<file path="src/hdl/pipe_pkg.sv">
package pipe_pkg;

   localparam int data_w    = 32;   // Datapath and wmem address width
   localparam int reg_idx_w = 3;

   typedef logic [data_w-1:0]    data_t;
   typedef logic [reg_idx_w-1:0] reg_idx_t;

   // Shift amounts come from op_b[4:0]
   typedef enum logic [2:0] {
      alu_add = 3'd0,
      alu_sub = 3'd1,
      alu_and = 3'd2,
      alu_or  = 3'd3,
      alu_xor = 3'd4,
      alu_shl = 3'd5,
      alu_shr = 3'd6,   // Logical, zero fill
      alu_mov = 3'd7    // Passes op_b
   } alu_op_e;

   // Register access to execute
   typedef struct packed {
      alu_op_e  alu_op;
      reg_idx_t dest;
      data_t    op_a;
      data_t    op_b;        // Immediate or src_b value
      data_t    store_data;  // Always the src_b value
      logic     to_mem;
   } issue_t;

   // Execute to writeback
   typedef struct packed {
      reg_idx_t dest;
      data_t    result;      // Store address when to_mem is set
      data_t    store_data;
      logic     to_mem;
   } result_t;

endpackage

</file>
<file path="src/hdl/execute_stage.sv">
module execute_stage (
   input  logic              clk,
   input  logic              rst_n,
   input  logic              issue_valid,
   output logic              issue_ready,
   input  pipe_pkg::issue_t  issue_data,
   output logic              res_valid,
   input  logic              res_ready,
   output pipe_pkg::result_t res_data
);

   pipe_pkg::data_t   alu_out;
   logic [4:0]        shamt;
   pipe_pkg::result_t res_in;

   assign shamt = issue_data.op_b[4:0];

   always_comb begin
      case (issue_data.alu_op)
         pipe_pkg::alu_add: alu_out = issue_data.op_a + issue_data.op_b;
         pipe_pkg::alu_sub: alu_out = issue_data.op_a - issue_data.op_b;
         pipe_pkg::alu_and: alu_out = issue_data.op_a & issue_data.op_b;
         pipe_pkg::alu_or:  alu_out = issue_data.op_a | issue_data.op_b;
         pipe_pkg::alu_xor: alu_out = issue_data.op_a ^ issue_data.op_b;
         pipe_pkg::alu_shl: alu_out = issue_data.op_a << shamt;
         pipe_pkg::alu_shr: alu_out = issue_data.op_a >> shamt;
         pipe_pkg::alu_mov: alu_out = issue_data.op_b;
         default:           alu_out = '0;
      endcase
   end

   // Stores carry the computed address in result
   always_comb begin
      res_in.dest       = issue_data.dest;
      res_in.result     = alu_out;
      res_in.store_data = issue_data.store_data;
      res_in.to_mem     = issue_data.to_mem;
   end

   pipe_reg #(
      .payload_t (pipe_pkg::result_t)
   ) result_reg_inst (
      .clk       (clk),
      .rst_n     (rst_n),
      .in_valid  (issue_valid),
      .in_data   (res_in),
      .in_ready  (issue_ready),
      .out_valid (res_valid),
      .out_data  (res_data),
      .out_ready (res_ready)
   );

endmodule

</file>
<file path="src/hdl/pipe_reg.sv">
module pipe_reg #(
   parameter type payload_t = logic
) (
   input  logic     clk,
   input  logic     rst_n,
   input  logic     in_valid,
   input  payload_t in_data,
   output logic     in_ready,
   output logic     out_valid,
   output payload_t out_data,
   input  logic     out_ready
);

   // Empty slot, or the held entry leaves this cycle
   assign in_ready = !out_valid || out_ready;

   always_ff @(posedge clk or negedge rst_n) begin
      if (!rst_n) begin
         out_valid <= 1'b0;
      end else if (in_ready) begin
         out_valid <= in_valid;   // Drops to zero when drained with nothing behind
      end
   end

   always_ff @(posedge clk) begin
      if (in_valid && in_ready) begin
         out_data <= in_data;
      end
   end

endmodule

</file>
<file path="src/hdl/pipeline_top.sv">
module pipeline_top (
   input  logic               clk,
   input  logic               rst_n,
   input  logic               op_valid,
   output logic               op_ready,
   input  pipe_pkg::alu_op_e  op_alu,
   input  pipe_pkg::reg_idx_t op_dest,
   input  pipe_pkg::reg_idx_t op_src_a,
   input  pipe_pkg::reg_idx_t op_src_b,
   input  pipe_pkg::data_t    op_imm,
   input  logic               op_use_imm,
   input  logic               op_to_mem,
   output logic               retire_valid,
   output pipe_pkg::reg_idx_t retire_dest,
   output pipe_pkg::data_t    retire_data,
   output logic               wmem_valid,
   input  logic               wmem_ready,
   output pipe_pkg::data_t    wmem_address,
   output pipe_pkg::data_t    wmem_data
);

   logic               issue_valid;
   logic               issue_ready;
   pipe_pkg::issue_t   issue_data;
   logic               res_valid;
   logic               res_ready;
   pipe_pkg::result_t  res_data;
   logic               wr_en;       // Writeback to register file
   pipe_pkg::reg_idx_t wr_dest;
   pipe_pkg::data_t    wr_data;

   reg_access_stage reg_access_inst (
      .clk         (clk),
      .rst_n       (rst_n),
      .op_valid    (op_valid),
      .op_ready    (op_ready),
      .op_alu      (op_alu),
      .op_dest     (op_dest),
      .op_src_a    (op_src_a),
      .op_src_b    (op_src_b),
      .op_imm      (op_imm),
      .op_use_imm  (op_use_imm),
      .op_to_mem   (op_to_mem),
      .issue_valid (issue_valid),
      .issue_ready (issue_ready),
      .issue_data  (issue_data),
      .wr_en       (wr_en),
      .wr_dest     (wr_dest),
      .wr_data     (wr_data)
   );

   execute_stage execute_inst (
      .clk         (clk),
      .rst_n       (rst_n),
      .issue_valid (issue_valid),
      .issue_ready (issue_ready),
      .issue_data  (issue_data),
      .res_valid   (res_valid),
      .res_ready   (res_ready),
      .res_data    (res_data)
   );

   writeback_stage writeback_inst (
      .res_valid    (res_valid),
      .res_ready    (res_ready),
      .res_data     (res_data),
      .wr_en        (wr_en),
      .wr_dest      (wr_dest),
      .wr_data      (wr_data),
      .retire_valid (retire_valid),
      .retire_dest  (retire_dest),
      .retire_data  (retire_data),
      .wmem_valid   (wmem_valid),
      .wmem_ready   (wmem_ready),
      .wmem_address (wmem_address),
      .wmem_data    (wmem_data)
   );

endmodule

</file>
<file path="src/hdl/reg_access_stage.sv">
module reg_access_stage (
   input  logic                clk,
   input  logic                rst_n,
   input  logic                op_valid,
   output logic                op_ready,
   input  pipe_pkg::alu_op_e   op_alu,
   input  pipe_pkg::reg_idx_t  op_dest,
   input  pipe_pkg::reg_idx_t  op_src_a,
   input  pipe_pkg::reg_idx_t  op_src_b,
   input  pipe_pkg::data_t     op_imm,
   input  logic                op_use_imm,
   input  logic                op_to_mem,
   output logic                issue_valid,
   input  logic                issue_ready,
   output pipe_pkg::issue_t    issue_data,
   input  logic                wr_en,
   input  pipe_pkg::reg_idx_t  wr_dest,
   input  pipe_pkg::data_t     wr_data
);

   localparam int num_regs = 2 ** pipe_pkg::reg_idx_w;

   pipe_pkg::data_t   regs [num_regs];
   logic [num_regs-1:0] pending;   // Scoreboard, one bit per register
   logic              run;
   logic              use_b;
   logic              writes_reg;
   logic              hazard;
   logic              pipe_in_ready;
   logic              accept;
   pipe_pkg::issue_t  issue_in;

   assign use_b      = !op_use_imm || op_to_mem;   // Stores always read src_b as data
   assign writes_reg = !op_to_mem;

   // Waiting on dest as well keeps a single pending bit exact for repeated writes
   assign hazard = pending[op_src_a]
                || (use_b && pending[op_src_b])
                || (writes_reg && pending[op_dest]);

   assign op_ready = run && pipe_in_ready && !hazard;
   assign accept   = op_valid && op_ready;

   always_ff @(posedge clk or negedge rst_n) begin
      if (!rst_n) begin
         run <= 1'b0;
      end else begin
         run <= 1'b1;   // Hold off the input port for the first cycle out of reset
      end
   end

   always_ff @(posedge clk or negedge rst_n) begin
      if (!rst_n) begin
         regs <= '{default: '0};
      end else if (wr_en) begin
         regs[wr_dest] <= wr_data;
      end
   end

   always_ff @(posedge clk or negedge rst_n) begin
      if (!rst_n) begin
         pending <= '0;
      end else begin
         if (wr_en) begin
            pending[wr_dest] <= 1'b0;
         end
         if (accept && writes_reg) begin
            pending[op_dest] <= 1'b1;
         end
      end
   end

   always_comb begin
      issue_in.alu_op     = op_alu;
      issue_in.dest       = op_dest;
      issue_in.op_a       = regs[op_src_a];
      issue_in.op_b       = op_use_imm ? op_imm : regs[op_src_b];
      issue_in.store_data = regs[op_src_b];
      issue_in.to_mem     = op_to_mem;
   end

   pipe_reg #(
      .payload_t (pipe_pkg::issue_t)
   ) issue_reg_inst (
      .clk       (clk),
      .rst_n     (rst_n),
      .in_valid  (op_valid && run && !hazard),
      .in_data   (issue_in),
      .in_ready  (pipe_in_ready),
      .out_valid (issue_valid),
      .out_data  (issue_data),
      .out_ready (issue_ready)
   );

endmodule

</file>
<file path="src/hdl/writeback_stage.sv">
module writeback_stage (
   input  logic               res_valid,
   output logic               res_ready,
   input  pipe_pkg::result_t  res_data,
   output logic               wr_en,
   output pipe_pkg::reg_idx_t wr_dest,
   output pipe_pkg::data_t    wr_data,
   output logic               retire_valid,
   output pipe_pkg::reg_idx_t retire_dest,
   output pipe_pkg::data_t    retire_data,
   output logic               wmem_valid,
   input  logic               wmem_ready,
   output pipe_pkg::data_t    wmem_address,
   output pipe_pkg::data_t    wmem_data
);

   logic is_store;

   assign is_store = res_data.to_mem;

   // Register ops always drain, stores wait for the memory side
   assign res_ready = is_store ? wmem_ready : 1'b1;

   // Register write back into the register access stage
   assign wr_en   = res_valid && !is_store;
   assign wr_dest = res_data.dest;
   assign wr_data = res_data.result;

   assign retire_valid = wr_en;   // One cycle per op, since res_ready is high
   assign retire_dest  = res_data.dest;
   assign retire_data  = res_data.result;

   // Held stable by the result register while wmem_ready is low
   assign wmem_valid   = res_valid && is_store;
   assign wmem_address = res_data.result;
   assign wmem_data    = res_data.store_data;

endmodule

</file>
<file path="config.mk">
export PLATFORM = sky130hd
export DESIGN_NAME = pipeline_top
export DESIGN_NICKNAME = d
export VERILOG_FILES = /design/src/hdl/pipe_pkg.sv /design/src/hdl/execute_stage.sv /design/src/hdl/pipe_reg.sv /design/src/hdl/pipeline_top.sv /design/src/hdl/reg_access_stage.sv /design/src/hdl/writeback_stage.sv
export SDC_FILE = /design/constraint.sdc
export NUM_CORES = 1
export LEC_CHECK = 0
export CORE_MARGIN = 5
export CORE_UTILIZATION = 55
export DETAILED_ROUTE_END_ITERATION = 10
export DONT_BUFFER_PORTS = 1
export PLACE_DENSITY = 0.73
export SETUP_SLACK_MARGIN = 0.1
export SYNTH_ARGS = -nofsm -noshare
export SYNTH_HDL_FRONTEND = slang
export SYNTH_SLANG_ARGS = --single-unit
</file>
<file path="constraint.sdc">
create_clock -name clk -period 4.16 [get_ports clk]
set_input_delay 0.624 -clock clk [delete_from_list [all_inputs] [get_ports clk]]
set_output_delay 0.624 -clock clk [all_outputs]
set_load 0.005 [all_outputs]
</file>
# Word-level counts from Yosys, hierarchy flattened
# Index checks and enable logic that the tools add are counted.
[totals] in_bits=50 out_inout_bits=102 wordCells=103 register_bits=438
[op_classes] n_reduce_logical=27 muxes=24 shifts=2 bitwise_logic=9 add_sub_neg=2 magnitude_cmp=10 eq_ne=7
[ops] operator="bitwise mux 256 bit" count=1
[ops] operator="one-hot mux 32 bit (8 select lines)" count=1
[ops] operator="binary-select mux 32 bit (select 3 bit)" count=2
[ops] operator="two-way mux 32 bit" count=6
[ops] operator="demux 32 bit (select 3 bit)" count=1
[ops] operator="adder 32 bit" count=1
[ops] operator="AND 32 bit" count=1
[ops] operator="bitwise OR 32 bit" count=1
[ops] operator="left shift 32 x 5 -> 32 bit" count=1
[ops] operator=">> shifter 32 x 5 -> 32 bit" count=1
[ops] operator="subtractor 32 bit" count=1
[ops] operator="bitwise XOR 32 bit" count=1
[ops] operator="less-than comparator 3 x 4 -> 1 bit, second input constant" count=4
[ops] operator="two-way mux 8 bit" count=2
[ops] operator="logical AND 1 bit" count=15
[ops] operator="== test 3 bit, second input constant" count=4
[ops] operator="greater-or-equal comparator 4 bit, second input constant" count=3
[ops] operator="inverter 3 -> 4 bit" count=3
[ops] operator="binary-select mux 1 bit (select 3 bit)" count=3
[ops] operator="AND 8 bit" count=1
[ops] operator="inverter 8 bit" count=1
[ops] operator="bitwise OR 8 bit" count=1
[ops] operator="demux 1 bit (select 3 bit)" count=2
[ops] operator="== test 3 x 2 -> 1 bit, second input constant" count=2
[ops] operator="other kinds (7)" count=22

# Longest topological paths before layout
# Gate-level depths: netlist of run 1.
[logic_depth] depth_word=10 depth_mapped=22

# By module
# A second synthesis of run 1 with hierarchy kept.
[hier_totals] cells_unflattened=2319 area_unflattened_um2=28392.2
[by_module_without_submodules] mod="reg_access_stage" n_inst=1 cells_each=883 seq_area_each_um2=6631.4 area_each_um2=14300.0
[by_module_without_submodules] mod="execute_stage" n_inst=1 cells_each=1119 seq_area_each_um2=0.0 area_each_um2=7817.5
[by_module_without_submodules] mod="pipe_reg (reg_access_inst.issue_reg_inst)" n_inst=1 cells_each=107 seq_area_each_um2=3118.0 area_each_um2=3146.8
[by_module_without_submodules] mod="pipe_reg (execute_inst.result_reg_inst)" n_inst=1 cells_each=72 seq_area_each_um2=2067.0 area_each_um2=2095.8
[by_module_without_submodules] mod="writeback_stage" n_inst=1 cells_each=138 seq_area_each_um2=0.0 area_each_um2=1032.2

# Least setup slack after synthesis of run 1
# Ideal clock, no wire load.
[synth_timing] path_kind="in2reg" startpoint="input port op_dest[1]" endpoint="register reg_access_inst.pending[5]" setup_slack_ns=-0.452 cell_stages=9 t_arrival_ns=4.505 t_required_ns=4.054 path_cell_list="buf_2 mux4_2 mux2i_1 o2111ai_1 nor2_1 nand2_1 inv_1 nand3_1 o32ai_1"
[synth_via] elab_chain_cells=9
[synth_rtl] item="start: declaration" line_no="pipeline_top.sv:7" text="input pipe_pkg::reg_idx_t op_dest,"
[synth_rtl] item="binary-select mux 1 bit (select 3 bit)" line_no="reg_access_stage.sv:39" text="|| (writes_reg && pending[op_dest]);"
[synth_rtl] item="two-way mux 1 bit (implied by the code)" line_no="reg_access_stage.sv:39"
[synth_rtl] item="logical AND 1 bit" line_no="reg_access_stage.sv:39"
[synth_rtl] item="logical OR 1 bit" line_no="reg_access_stage.sv:39"
[synth_rtl] item="zero test 1 bit" line_no="reg_access_stage.sv:41" text="assign op_ready = run && pipe_in_ready && !hazard;"
[synth_rtl] item="logical AND 1 bit" line_no="reg_access_stage.sv:41"
[synth_rtl] item="net op_ready" line_no="pipeline_top.sv:5" text="output logic op_ready,"
[synth_rtl] item="logical AND 1 bit" line_no="reg_access_stage.sv:42" text="assign accept = op_valid && op_ready;"
[synth_rtl] item="logical AND 1 bit" line_no="reg_access_stage.sv:67" text="if (accept && writes_reg) begin"
[synth_rtl] item="two-way mux 8 bit" line_no="reg_access_stage.sv:67"
[synth_rtl] item="end signal: assignment" line_no="reg_access_stage.sv:62" text="pending <= '0;"
[synth_rtl] item="end signal: indexed assignment" line_no="reg_access_stage.sv:65" text="pending[wr_dest] <= 1'b0;"
[synth_rtl] item="end signal: indexed assignment" line_no="reg_access_stage.sv:68" text="pending[op_dest] <= 1'b1;"
[synth_rtl] item="end: declaration" line_no="reg_access_stage.sv:24" text="logic [num_regs-1:0] pending;"
# The timed path passes the listed nets, and every way through them passes these cells. The select of a mux whose other input is x is not followed.
# A chain may end at the register's enable or synchronous reset.

# Worst setup path in the final report of run 1
[layout_timing] startpoint="register reg_access_inst.issue_reg_inst.out_data[34] (netlist bit)" endpoint="register execute_inst.result_reg_inst.out_data[63] (netlist bit), data pin"
[layout_via] elab_chain_cells=2
[layout_rtl] item="start: declaration" line_no="pipe_reg.sv:10" text="output payload_t out_data,"
[layout_rtl] item="start signal: assignment" line_no="pipe_reg.sv:27" text="out_data <= in_data;"
[layout_rtl] item="subtractor 32 bit, or another cell as far along" line_no="execute_stage.sv:21" text="pipe_pkg::alu_sub: alu_out = issue_data.op_a - issue_data.op_b;"
[layout_rtl] item="one-hot mux 32 bit (8 select lines) (*)" line_no="execute_stage.sv:19" text="case (issue_data.alu_op)"
[layout_rtl] item="net execute_inst.alu_out[30]" line_no="execute_stage.sv:12" text="pipe_pkg::data_t alu_out;"
[layout_rtl] item="end signal: assignment" line_no="pipe_reg.sv:27"
[layout_rtl] item="end: declaration" line_no="pipe_reg.sv:10"
# Mark *: on every way through the listed nets, which the timed path passes. The rest lies on a longest branch.

==> flow_metrics.env, run 1 <==
export IMPL_fin_worst_skew_ps=15.1
export IMPL_synthesis_area_mm2=0.0278
export IMPL_synth_main_ff_cell="sky130_fd_sc_hd__dfrtp_1"
export IMPL_r2r_start="reg_access_inst.issue_reg_inst.out_data[34]"
export IMPL_syn_nets=2433
export IMPL_worst_endpoint_required_ps=4470
export IMPL_timing_max_slew_rel_slack_pct=22.5
export IMPL_globalRouteTotalUtil_pct=31.0
export IMPL_cts_reportedPaths_clkPinSlew_ps=60
export IMPL_detail_route_drc_violations=0
export IMPL_layout_drive_gt1_share_pct=33.6
export IMPL_final_period_demand_of_the_worst_path_ps=4010
export IMPL_drv_cap=0
export IMPL_num_io_pins=152
export IMPL_clock_tree_root_cell="sky130_fd_sc_hd__clkbuf_16"
export IMPL_synth_seq_area_share_pct=42.4
export IMPL_die_area_mm2=0.0552
export IMPL_critical_path_max_fanout=4
export IMPL_detailedRoute_firstPassIterationCount=6
export IMPL_postRouteWirelength_mm=87.4
export IMPL_numCtsBuffers=48
export IMPL_cts_htree_levels=2
export IMPL_yosys_top_cells_count="373 x sky130_fd_sc_hd__mux2_2, 267 x sky130_fd_sc_hd__dfrtp_1, 171 x sky130_fd_sc_hd__edfxtp_1"
export IMPL_dieWidth_um=235
export IMPL_clkLatencyLatePin_ps=580
export IMPL_muxShareOfSynthArea_pct=29.7
export IMPL_worst_setup_path_start_kind="flip-flop"
export IMPL_die_height_um=235
export IMPL_vias=19800
export IMPL_timing_setup_critical_path_class="flip-flop to flip-flop"
export IMPL_layout_worst_path_cycle_share_pct=96.4
export IMPL_post_dp_hpwl_mm=58.7
export IMPL_clock_sinks=438
export IMPL_grt_pass1_vias=19800
export IMPL_drt_first_iter_violations=2560
export IMPL_final_max_slew_violation_count=0
export IMPL_start_util_pct=55.6
export IMPL_postSynthAreaPerCell_um2=12.2
export IMPL_synthCells=2285
export IMPL_number_of_antenna_violations_at_the_first_check_in_global_routing=5
export IMPL_worst_slew_pin_transition_ps=1160
export IMPL_synth_area_top_cells="sky130_fd_sc_hd__dfrtp_1 24%, sky130_fd_sc_hd__edfxtp_1 18%, sky130_fd_sc_hd__mux2_2 15%"
export IMPL_critPathCapture="execute_inst.result_reg_inst.out_data[63]"
export IMPL_static_leakage_power_nw=12.6
export IMPL_yosys_warnings=0
export IMPL_setup_repair_after_global_routing_missed_its_margin="yes"
export IMPL_post_synth_top_area_cell="sky130_fd_sc_hd__dfrtp_1"
export IMPL_worst_endpoint_arrival_ps=4320
export IMPL_critPathCaptureType="flip-flop"
export IMPL_post_synth_and_or_nand_nor_area_fraction_pct=5.49
export IMPL_totalNegativeSetupSlack_ps=0
export IMPL_post_synth_top_area_fraction_pct=24.0
export IMPL_routed_wire_length_per_instance_um=30.0
export IMPL_crit_reg_reg_endpoint="execute_inst.result_reg_inst.out_data[63]"
export IMPL_port_buffers=0
export IMPL_synth_compound_gate_area_share_pct=10.1
export IMPL_placement_cell_area_mm2=0.0281
export IMPL_worst_ir_drop_vdd_v=0.000284
export IMPL_largest_family_of_logic_cells_by_synthesized_area="multiplexers"
export IMPL_clock_tree_buffer_depth=3
export IMPL_area_growth_synth_to_final_pct=6.99
export IMPL_maximum_number_of_pins_on_one_net_before_global_route_repair=268
export IMPL_register_bit_total_from_synthesis=438
export IMPL_setup_viol=0
export IMPL_critPathLaunch="reg_access_inst.issue_reg_inst.out_data[34]"
export IMPL_route_detailed_vias_per_inst=6.81
export IMPL_place_gp_congestion=1.05
export IMPL_post_synth_xor_area_fraction_pct=1.57
export IMPL_synthAdderAreaFrac_pct=4.43
export IMPL_final_antenna_net_count=0
export IMPL_synth_edf_count=171
export IMPL_synthArstFlopShare_pct=61.0
export IMPL_r2r_worst_path_cells=17
export IMPL_result_of_the_run="finished with violations"
export IMPL_finalCoreUtilization_pct=59.5
export IMPL_fillCellCount=4070
export IMPL_setup_reg_to_reg_worst_slack_ps=150
export IMPL_failed_checks="hold timing"
export IMPL_final_area_mm2=0.0298
export IMPL_timing_final_hold_violations=267
export IMPL_worstHoldPathType="input port to async pin"
export IMPL_synth_distinct_cells=83
export IMPL_maxClockFrequency_mhz=249
export IMPL_globalRouteOverflowTotal=0
export IMPL_finalHoldWorstSlack_ps=-249
export IMPL_core_rowCount=82
export IMPL_power_density_mw_per_mm2=351
export IMPL_floorplan_core_area_mm2=0.0501
export IMPL_most_frequent_cell_after_synthesis="sky130_fd_sc_hd__mux2_2"
export IMPL_grt_first_pass_wirelength_mm=131
export IMPL_layout_nets=2340
export IMPL_tritoncts="done"
worst min-delay path by stage:
stage / endpoint / from
finish: reg_access_inst.regs[97] / rst_n
global placement: reg_access_inst.regs[34] / rst_n
detailed placement: reg_access_inst.regs[34] / rst_n
global route: reg_access_inst.regs[34] / rst_n
floorplan: execute_inst.result_reg_inst.out_valid / rst_n
CTS: reg_access_inst.regs[97] / rst_n
layer usage:
layer,track usage (%),vias to the layer above,part of all wire [%]
met2,47.1,1074,45
met3,7.79,202,9.6
met5,0,-,0
li1,-,8377,-
met1,43.9,10100,41
met4,10.9,0,4.0
worst max-delay path, cell delays in order (launching register included):
cell and delay, ps:
sky130_fd_sc_hd__edfxtp_1 430, sky130_fd_sc_hd__buf_4 160, sky130_fd_sc_hd__nor3_2 220, sky130_fd_sc_hd__and4_4 290, sky130_fd_sc_hd__nand2_2 140, sky130_fd_sc_hd__nor2_4 230
sky130_fd_sc_hd__nand2_2 120, sky130_fd_sc_hd__o41ai_2 360, sky130_fd_sc_hd__xnor2_1 100, sky130_fd_sc_hd__ha_1 340, sky130_fd_sc_hd__a21o_1 170, sky130_fd_sc_hd__a21o_1 170
sky130_fd_sc_hd__a21oi_1 140, sky130_fd_sc_hd__o21ai_0 110, sky130_fd_sc_hd__a21oi_2 210, sky130_fd_sc_hd__o2111a_1 270, sky130_fd_sc_hd__nor4_1 60, sky130_fd_sc_hd__nand3b_1 210
what timing repair did:
action | 4_1_cts | 5_1_grt
setup buffers | 0 | 7
resized for setup | 3 | 32
endpoints found under the hold margin | 267 | 267
setup endpoints to repair | 5 | 13
pin swaps | 0 | 18
state kept, by name, summed over array words and instances, names as in the netlist:
| name | count |
|---|---|
| reg_access_inst.run | 1 |
| execute_inst.result_reg_inst.out_data | 68 |
| reg_access_inst.pending | 8 |
| reg_access_inst.regs | 256 |
| execute_inst.result_reg_inst.out_valid | 1 |
| reg_access_inst.issue_reg_inst.out_valid | 1 |
| reg_access_inst.issue_reg_inst.out_data | 103 |
layout make-up:
class                      instances  area, um2  share of cell area [%]
tap                              672        841                    2.82
sequential                       438      11800                    39.7
inverter                          85        323                    1.08
multi-input combinational       1516      14500                    48.7
clock buffer                      78       1390                    4.65
antenna                            5       12.5                  0.0420
timing repair buffer             103        827                    2.78
clock inverter                    12       90.1                   0.302
logic make-up (layout without fill, tap and decap cells):
logic type / count (synthesis) / after routing
compound gates: 434 / 434
xor+xnor: 50 / 50
fa+ha+maj: 98 / 98
buf+inv: 331 / 278
flops: 438 / 438
mux: 590 / 590
other cells: 1 / 6
simple gates: 343 / 343
stage by stage:
| step | setup WS, ps | hold slack (ps) | power [W] | std cells |
|---|---|---|---|---|
| after floorplan | 125 | 328 | 0.00612 | 2285 |
| after global placement | 111 | 344 | 0.00638 | 2807 |
| after detailed placement | 10.6 | 337 | 0.00644 | 2807 |
| after CTS | 63.9 | -281 | 0.0105 | 2897 |
| after global routing | -26.2 | -275 | 0.0108 | 2908 |
| final | 149 | -249 | 0.0105 | 2909 |
placed cells by master, fill, tap and decap left out, types with 15 or more instances in the layout:
master,count
sky130_fd_sc_hd__mux2_2,373
sky130_fd_sc_hd__dfrtp_1,267
sky130_fd_sc_hd__edfxtp_1,171
sky130_fd_sc_hd__mux4_2,150
sky130_fd_sc_hd__nor2_1,143
sky130_fd_sc_hd__a21oi_1,127
sky130_fd_sc_hd__buf_4,98
sky130_fd_sc_hd__ha_1,95
sky130_fd_sc_hd__nand2_1,94
sky130_fd_sc_hd__inv_1,79
sky130_fd_sc_hd__o21ai_0,74
sky130_fd_sc_hd__mux2i_1,62
sky130_fd_sc_hd__clkbuf_16,49
sky130_fd_sc_hd__xnor2_1,35
sky130_fd_sc_hd__a22oi_1,27
sky130_fd_sc_hd__o22ai_1,25
sky130_fd_sc_hd__clkbuf_1,24
sky130_fd_sc_hd__a211oi_1,23
sky130_fd_sc_hd__a31oi_1,19
sky130_fd_sc_hd__nand3_1,19
sky130_fd_sc_hd__nor3_1,15
sky130_fd_sc_hd__xor2_1,15
power by group:
group	leakage, nW	switching, W	internal (W)
Clock	0.719	0.00177	0.00229
Sequential	5.21	0.000243	0.00478
Combinational	6.68	0.000661	0.000722
Total	12.6	0.00267	0.00780
No activity file was read; power rests on OpenSTA's default activity.
==> run 2: changes to the inputs <==
--- a/config.mk
+++ b/config.mk
@@ -5,11 +5,14 @@
 export SDC_FILE = /design/constraint.sdc
 export NUM_CORES = 1
 export LEC_CHECK = 0
+export CELL_PAD_IN_SITES_DETAIL_PLACEMENT = 0
+export CELL_PAD_IN_SITES_GLOBAL_PLACEMENT = 1
 export CORE_MARGIN = 5
-export CORE_UTILIZATION = 55
+export CORE_UTILIZATION = 48
 export DETAILED_ROUTE_END_ITERATION = 10
 export DONT_BUFFER_PORTS = 1
-export PLACE_DENSITY = 0.73
+export PLACE_DENSITY_LB_ADDON = 0.1
+export REMOVE_ABC_BUFFERS = 1
 export SETUP_SLACK_MARGIN = 0.1
 export SYNTH_ARGS = -nofsm -noshare
 export SYNTH_HDL_FRONTEND = slang
==> run 2 against run 1 <==
Net effect:
- the flow still finishes with violations (hold timing)
- die area grew 14%
- maximum frequency grew 0.38%
- sequential share of layout area shrank 0.33 points
- critical endpoint is now execute_inst.result_reg_inst.out_data[61]
- largest cell class unchanged
- largest power group unchanged
==> flow_metrics.env, run 2 (synthesis results as in run 1) <==
export IMPL_totalNegativeSetupSlack_ps=0
export IMPL_dieWidth_um=251
export IMPL_numCtsBuffers=48
export IMPL_drv_cap=0
export IMPL_grt_first_pass_wirelength_mm=131
export IMPL_power_net_switching_w=0.00264
export IMPL_globalRouteOverflowTotal=0
export IMPL_critical_path_max_fanout=5
export IMPL_timing_max_slew_rel_slack_pct=22.4
export IMPL_tritoncts="done"
export IMPL_largest_register="reg_access_inst.regs"
export IMPL_setup_viol=0
export IMPL_place_gp_congestion=1.04
export IMPL_post_layout_total_power_w=0.0105
export IMPL_start_util_pct=48.3
export IMPL_static_leakage_power_nw=12.7
export IMPL_detail_route_drc_violations=0
export IMPL_timing_setup_critical_path_class="flip-flop to flip-flop"
export IMPL_globalRouteTotalUtil_pct=27.2
export IMPL_cts_reportedPaths_clkPinSlew_ps=70
export IMPL_setup_reg_to_reg_worst_slack_ps=160
export IMPL_fin_worst_skew_ps=15.0
export IMPL_worst_slew_pin_transition_ps=1160
export IMPL_clock_sinks=438
export IMPL_worst_endpoint_arrival_ps=4310
export IMPL_die_area_mm2=0.0629
export IMPL_p_clk_share_pct=39.1
export IMPL_share_seq_of_total_power_pct=47.6
export IMPL_port_buffers=0
export IMPL_floorplan_core_area_mm2=0.0576
export IMPL_crit_top_cell="sky130_fd_sc_hd__nand2_2"
export IMPL_slowest_stage="sky130_fd_sc_hd__edfxtp_1"
export IMPL_core_rowCount=88
export IMPL_largest_reg_flops=256
export IMPL_cell_internal_pwr_w=0.00789
export IMPL_final_max_slew_violation_count=0
export IMPL_detailedRoute_firstPassIterationCount=6
export IMPL_path_cells="inv_2 -> ha_2 -> nand2_2 -> nor4_4 -> nand2_2 -> nor3_4 -> nor4b_4 -> buf_4 -> nor2_1 -> xnor2_1 -> ha_2 -> nand2_2 -> nand3_2 -> o21ai_2 -> a21oi_2 -> o21ai_1 -> a311oi_2 -> o211ai_1"
export IMPL_maximum_number_of_pins_on_one_net_before_global_route_repair=268
export IMPL_worst_endpoint_required_ps=4470
export IMPL_timing_final_hold_violations=267
export IMPL_worstHoldPathType="input port to async pin"
export IMPL_grt_pass1_vias=19500
export IMPL_layout_commonest_cell="sky130_fd_sc_hd__mux2_2"
export IMPL_power_density_mw_per_mm2=351
export IMPL_maxClockFrequency_mhz=250
export IMPL_worst_setup_path_start_kind="flip-flop"
export IMPL_layout_worst_path_cycle_share_pct=96.1
export IMPL_mostFrequentLayoutCells="373 x sky130_fd_sc_hd__mux2_2, 267 x sky130_fd_sc_hd__dfrtp_1, 171 x sky130_fd_sc_hd__edfxtp_1"
export IMPL_drt_first_iter_violations=1693
export IMPL_vias=19400
export IMPL_clkLatencyLatePin_ps=590
export IMPL_final_antenna_net_count=0
export IMPL_p_comb_share_pct=13.3
export IMPL_post_dp_hpwl_mm=59.4
export IMPL_clock_tree_root_cell="sky130_fd_sc_hd__clkbuf_16"
export IMPL_post_place_ws_ps=-633
export IMPL_postRouteWirelength_mm=87.5
export IMPL_area_growth_synth_to_final_pct=7.89
export IMPL_critPathCaptureType="flip-flop"
export IMPL_routed_wire_length_per_instance_um=29.0
export IMPL_num_io_pins=152
export IMPL_result_of_the_run="finished with violations"
export IMPL_fillCellCount=5028
export IMPL_r2r_worst_path_cells=18
export IMPL_reg_largest_list="reg_access_inst.regs x256, reg_access_inst.issue_reg_inst.out_data x103, execute_inst.result_reg_inst.out_data x68"
export IMPL_clock_tree_buffer_depth=3
export IMPL_final_period_demand_of_the_worst_path_ps=4000
export IMPL_crit_reg_reg_endpoint="execute_inst.result_reg_inst.out_data[61]"
export IMPL_route_detailed_vias_per_inst=6.43
export IMPL_final_critical_path_setup_slack_ps=164
export IMPL_layout_nets=2360
export IMPL_setup_repair_after_global_routing_missed_its_margin="yes"
export IMPL_failed_checks="hold timing"
export IMPL_layout_drive_gt1_share_pct=34.2
export IMPL_r2r_start="reg_access_inst.issue_reg_inst.out_data[34]"
export IMPL_worst_ir_drop_vdd_v=0.000345
export IMPL_critical_path_max_stage_delay_ps=440
export IMPL_cts_htree_levels=2
export IMPL_finalHoldWorstSlack_ps=-266
export IMPL_die_height_um=251
export IMPL_p_sw_share_pct=25.0
export IMPL_number_of_antenna_violations_at_the_first_check_in_global_routing=2
run 2: cell types whose count changed in the layout (fill, tap and decap cells not counted), sizes merged:
| cell | change |
|---|---|
| clkbuf | -6 |
| bufinv | +1 |
| inv | -4 |
| diode | -4 |
| clkinv | +7 |
| buf | +20 |
run 2: worst max path at each step:
stage | cells past startpoint | endpoint | slack (ps) | startpoint
global placement | 17 | execute_inst.result_reg_inst.out_data[61] | -500 | reg_access_inst.issue_reg_inst.out_data[33]
floorplan | 16 | execute_inst.result_reg_inst.out_data[62] | -1710 | reg_access_inst.issue_reg_inst.out_data[34]
finish | 18 | execute_inst.result_reg_inst.out_data[61] | 160 | reg_access_inst.issue_reg_inst.out_data[34]
global route | 17 | execute_inst.result_reg_inst.out_data[63] | 30 | reg_access_inst.issue_reg_inst.out_data[40]
CTS | 17 | execute_inst.result_reg_inst.out_data[61] | 120 | reg_access_inst.issue_reg_inst.out_data[33]
detailed placement | 17 | execute_inst.result_reg_inst.out_data[61] | -630 | reg_access_inst.issue_reg_inst.out_data[33]
run 2: what timing repair did:
action,in CTS,in global routing
endpoints found under the hold margin,267,267
cloned,0,0
resized for setup,11,26
endpoints found under the setup margin,4,14
buffers inserted,2,7
pin swaps,4,14
run 2: power groups by stage:
stage / combinational, W / sequential, W / clock [W]
2_1_floorplan: 0.000970 / 0.00503 / 0
3_3_place_gp: 0.00135 / 0.00507 / 0
3_5_place_dp: 0.00137 / 0.00509 / 0
4_1_cts: 0.00138 / 0.00501 / 0.00423
5_1_grt: 0.00150 / 0.00504 / 0.00441
6_report: 0.00140 / 0.00501 / 0.00412
run 2: per-stage QoR:
stage | utilization, % | cells | area (um2)
2_1_floorplan | - | 2039 | 26400
3_3_place_gp | 49.2 | 2918 | 28300
3_5_place_dp | 49.2 | 2918 | 28300
4_1_cts | 51.9 | 3008 | 29900
5_1_grt | 52.2 | 3015 | 30000
6_report | 52.2 | 3016 | 30000
run 2: critical path: cells and delay by family, from the launching register on:
family                   cells  cell delay [ps]
buffers and inverters        2              280
XOR/XNOR                     1              150
adder cells (fa/ha/maj)      2              560
flip-flops                   1              440
AND/OR/NAND/NOR              8             1290
AO/OA/AOI/OAI                5             1010
run 2: area by class of cell:
class                   count  area (um2)  share of cell area (%)
multi-input cells        1516       14500                    48.2
repair buffers            123         948                    3.16
inverters                  85         324                    1.08
diodes                      1        2.50                 0.00833
clock inverters            16         116                   0.387
flip-flops and latches    438       11800                    39.3
clock buffers              72        1400                    4.64
well taps                 765         957                    3.19
run 2: routing by layer:
metal | vias up | global-route usage (%) | share of wire, %
li1 | 8428 | - | -
met1 | 10200 | 40.6 | 46
met2 | 691 | 43.0 | 47
met3 | 108 | 4.19 | 6.0
met4 | 2 | 5.13 | 1.9
met5 | - | 0 | 0.013
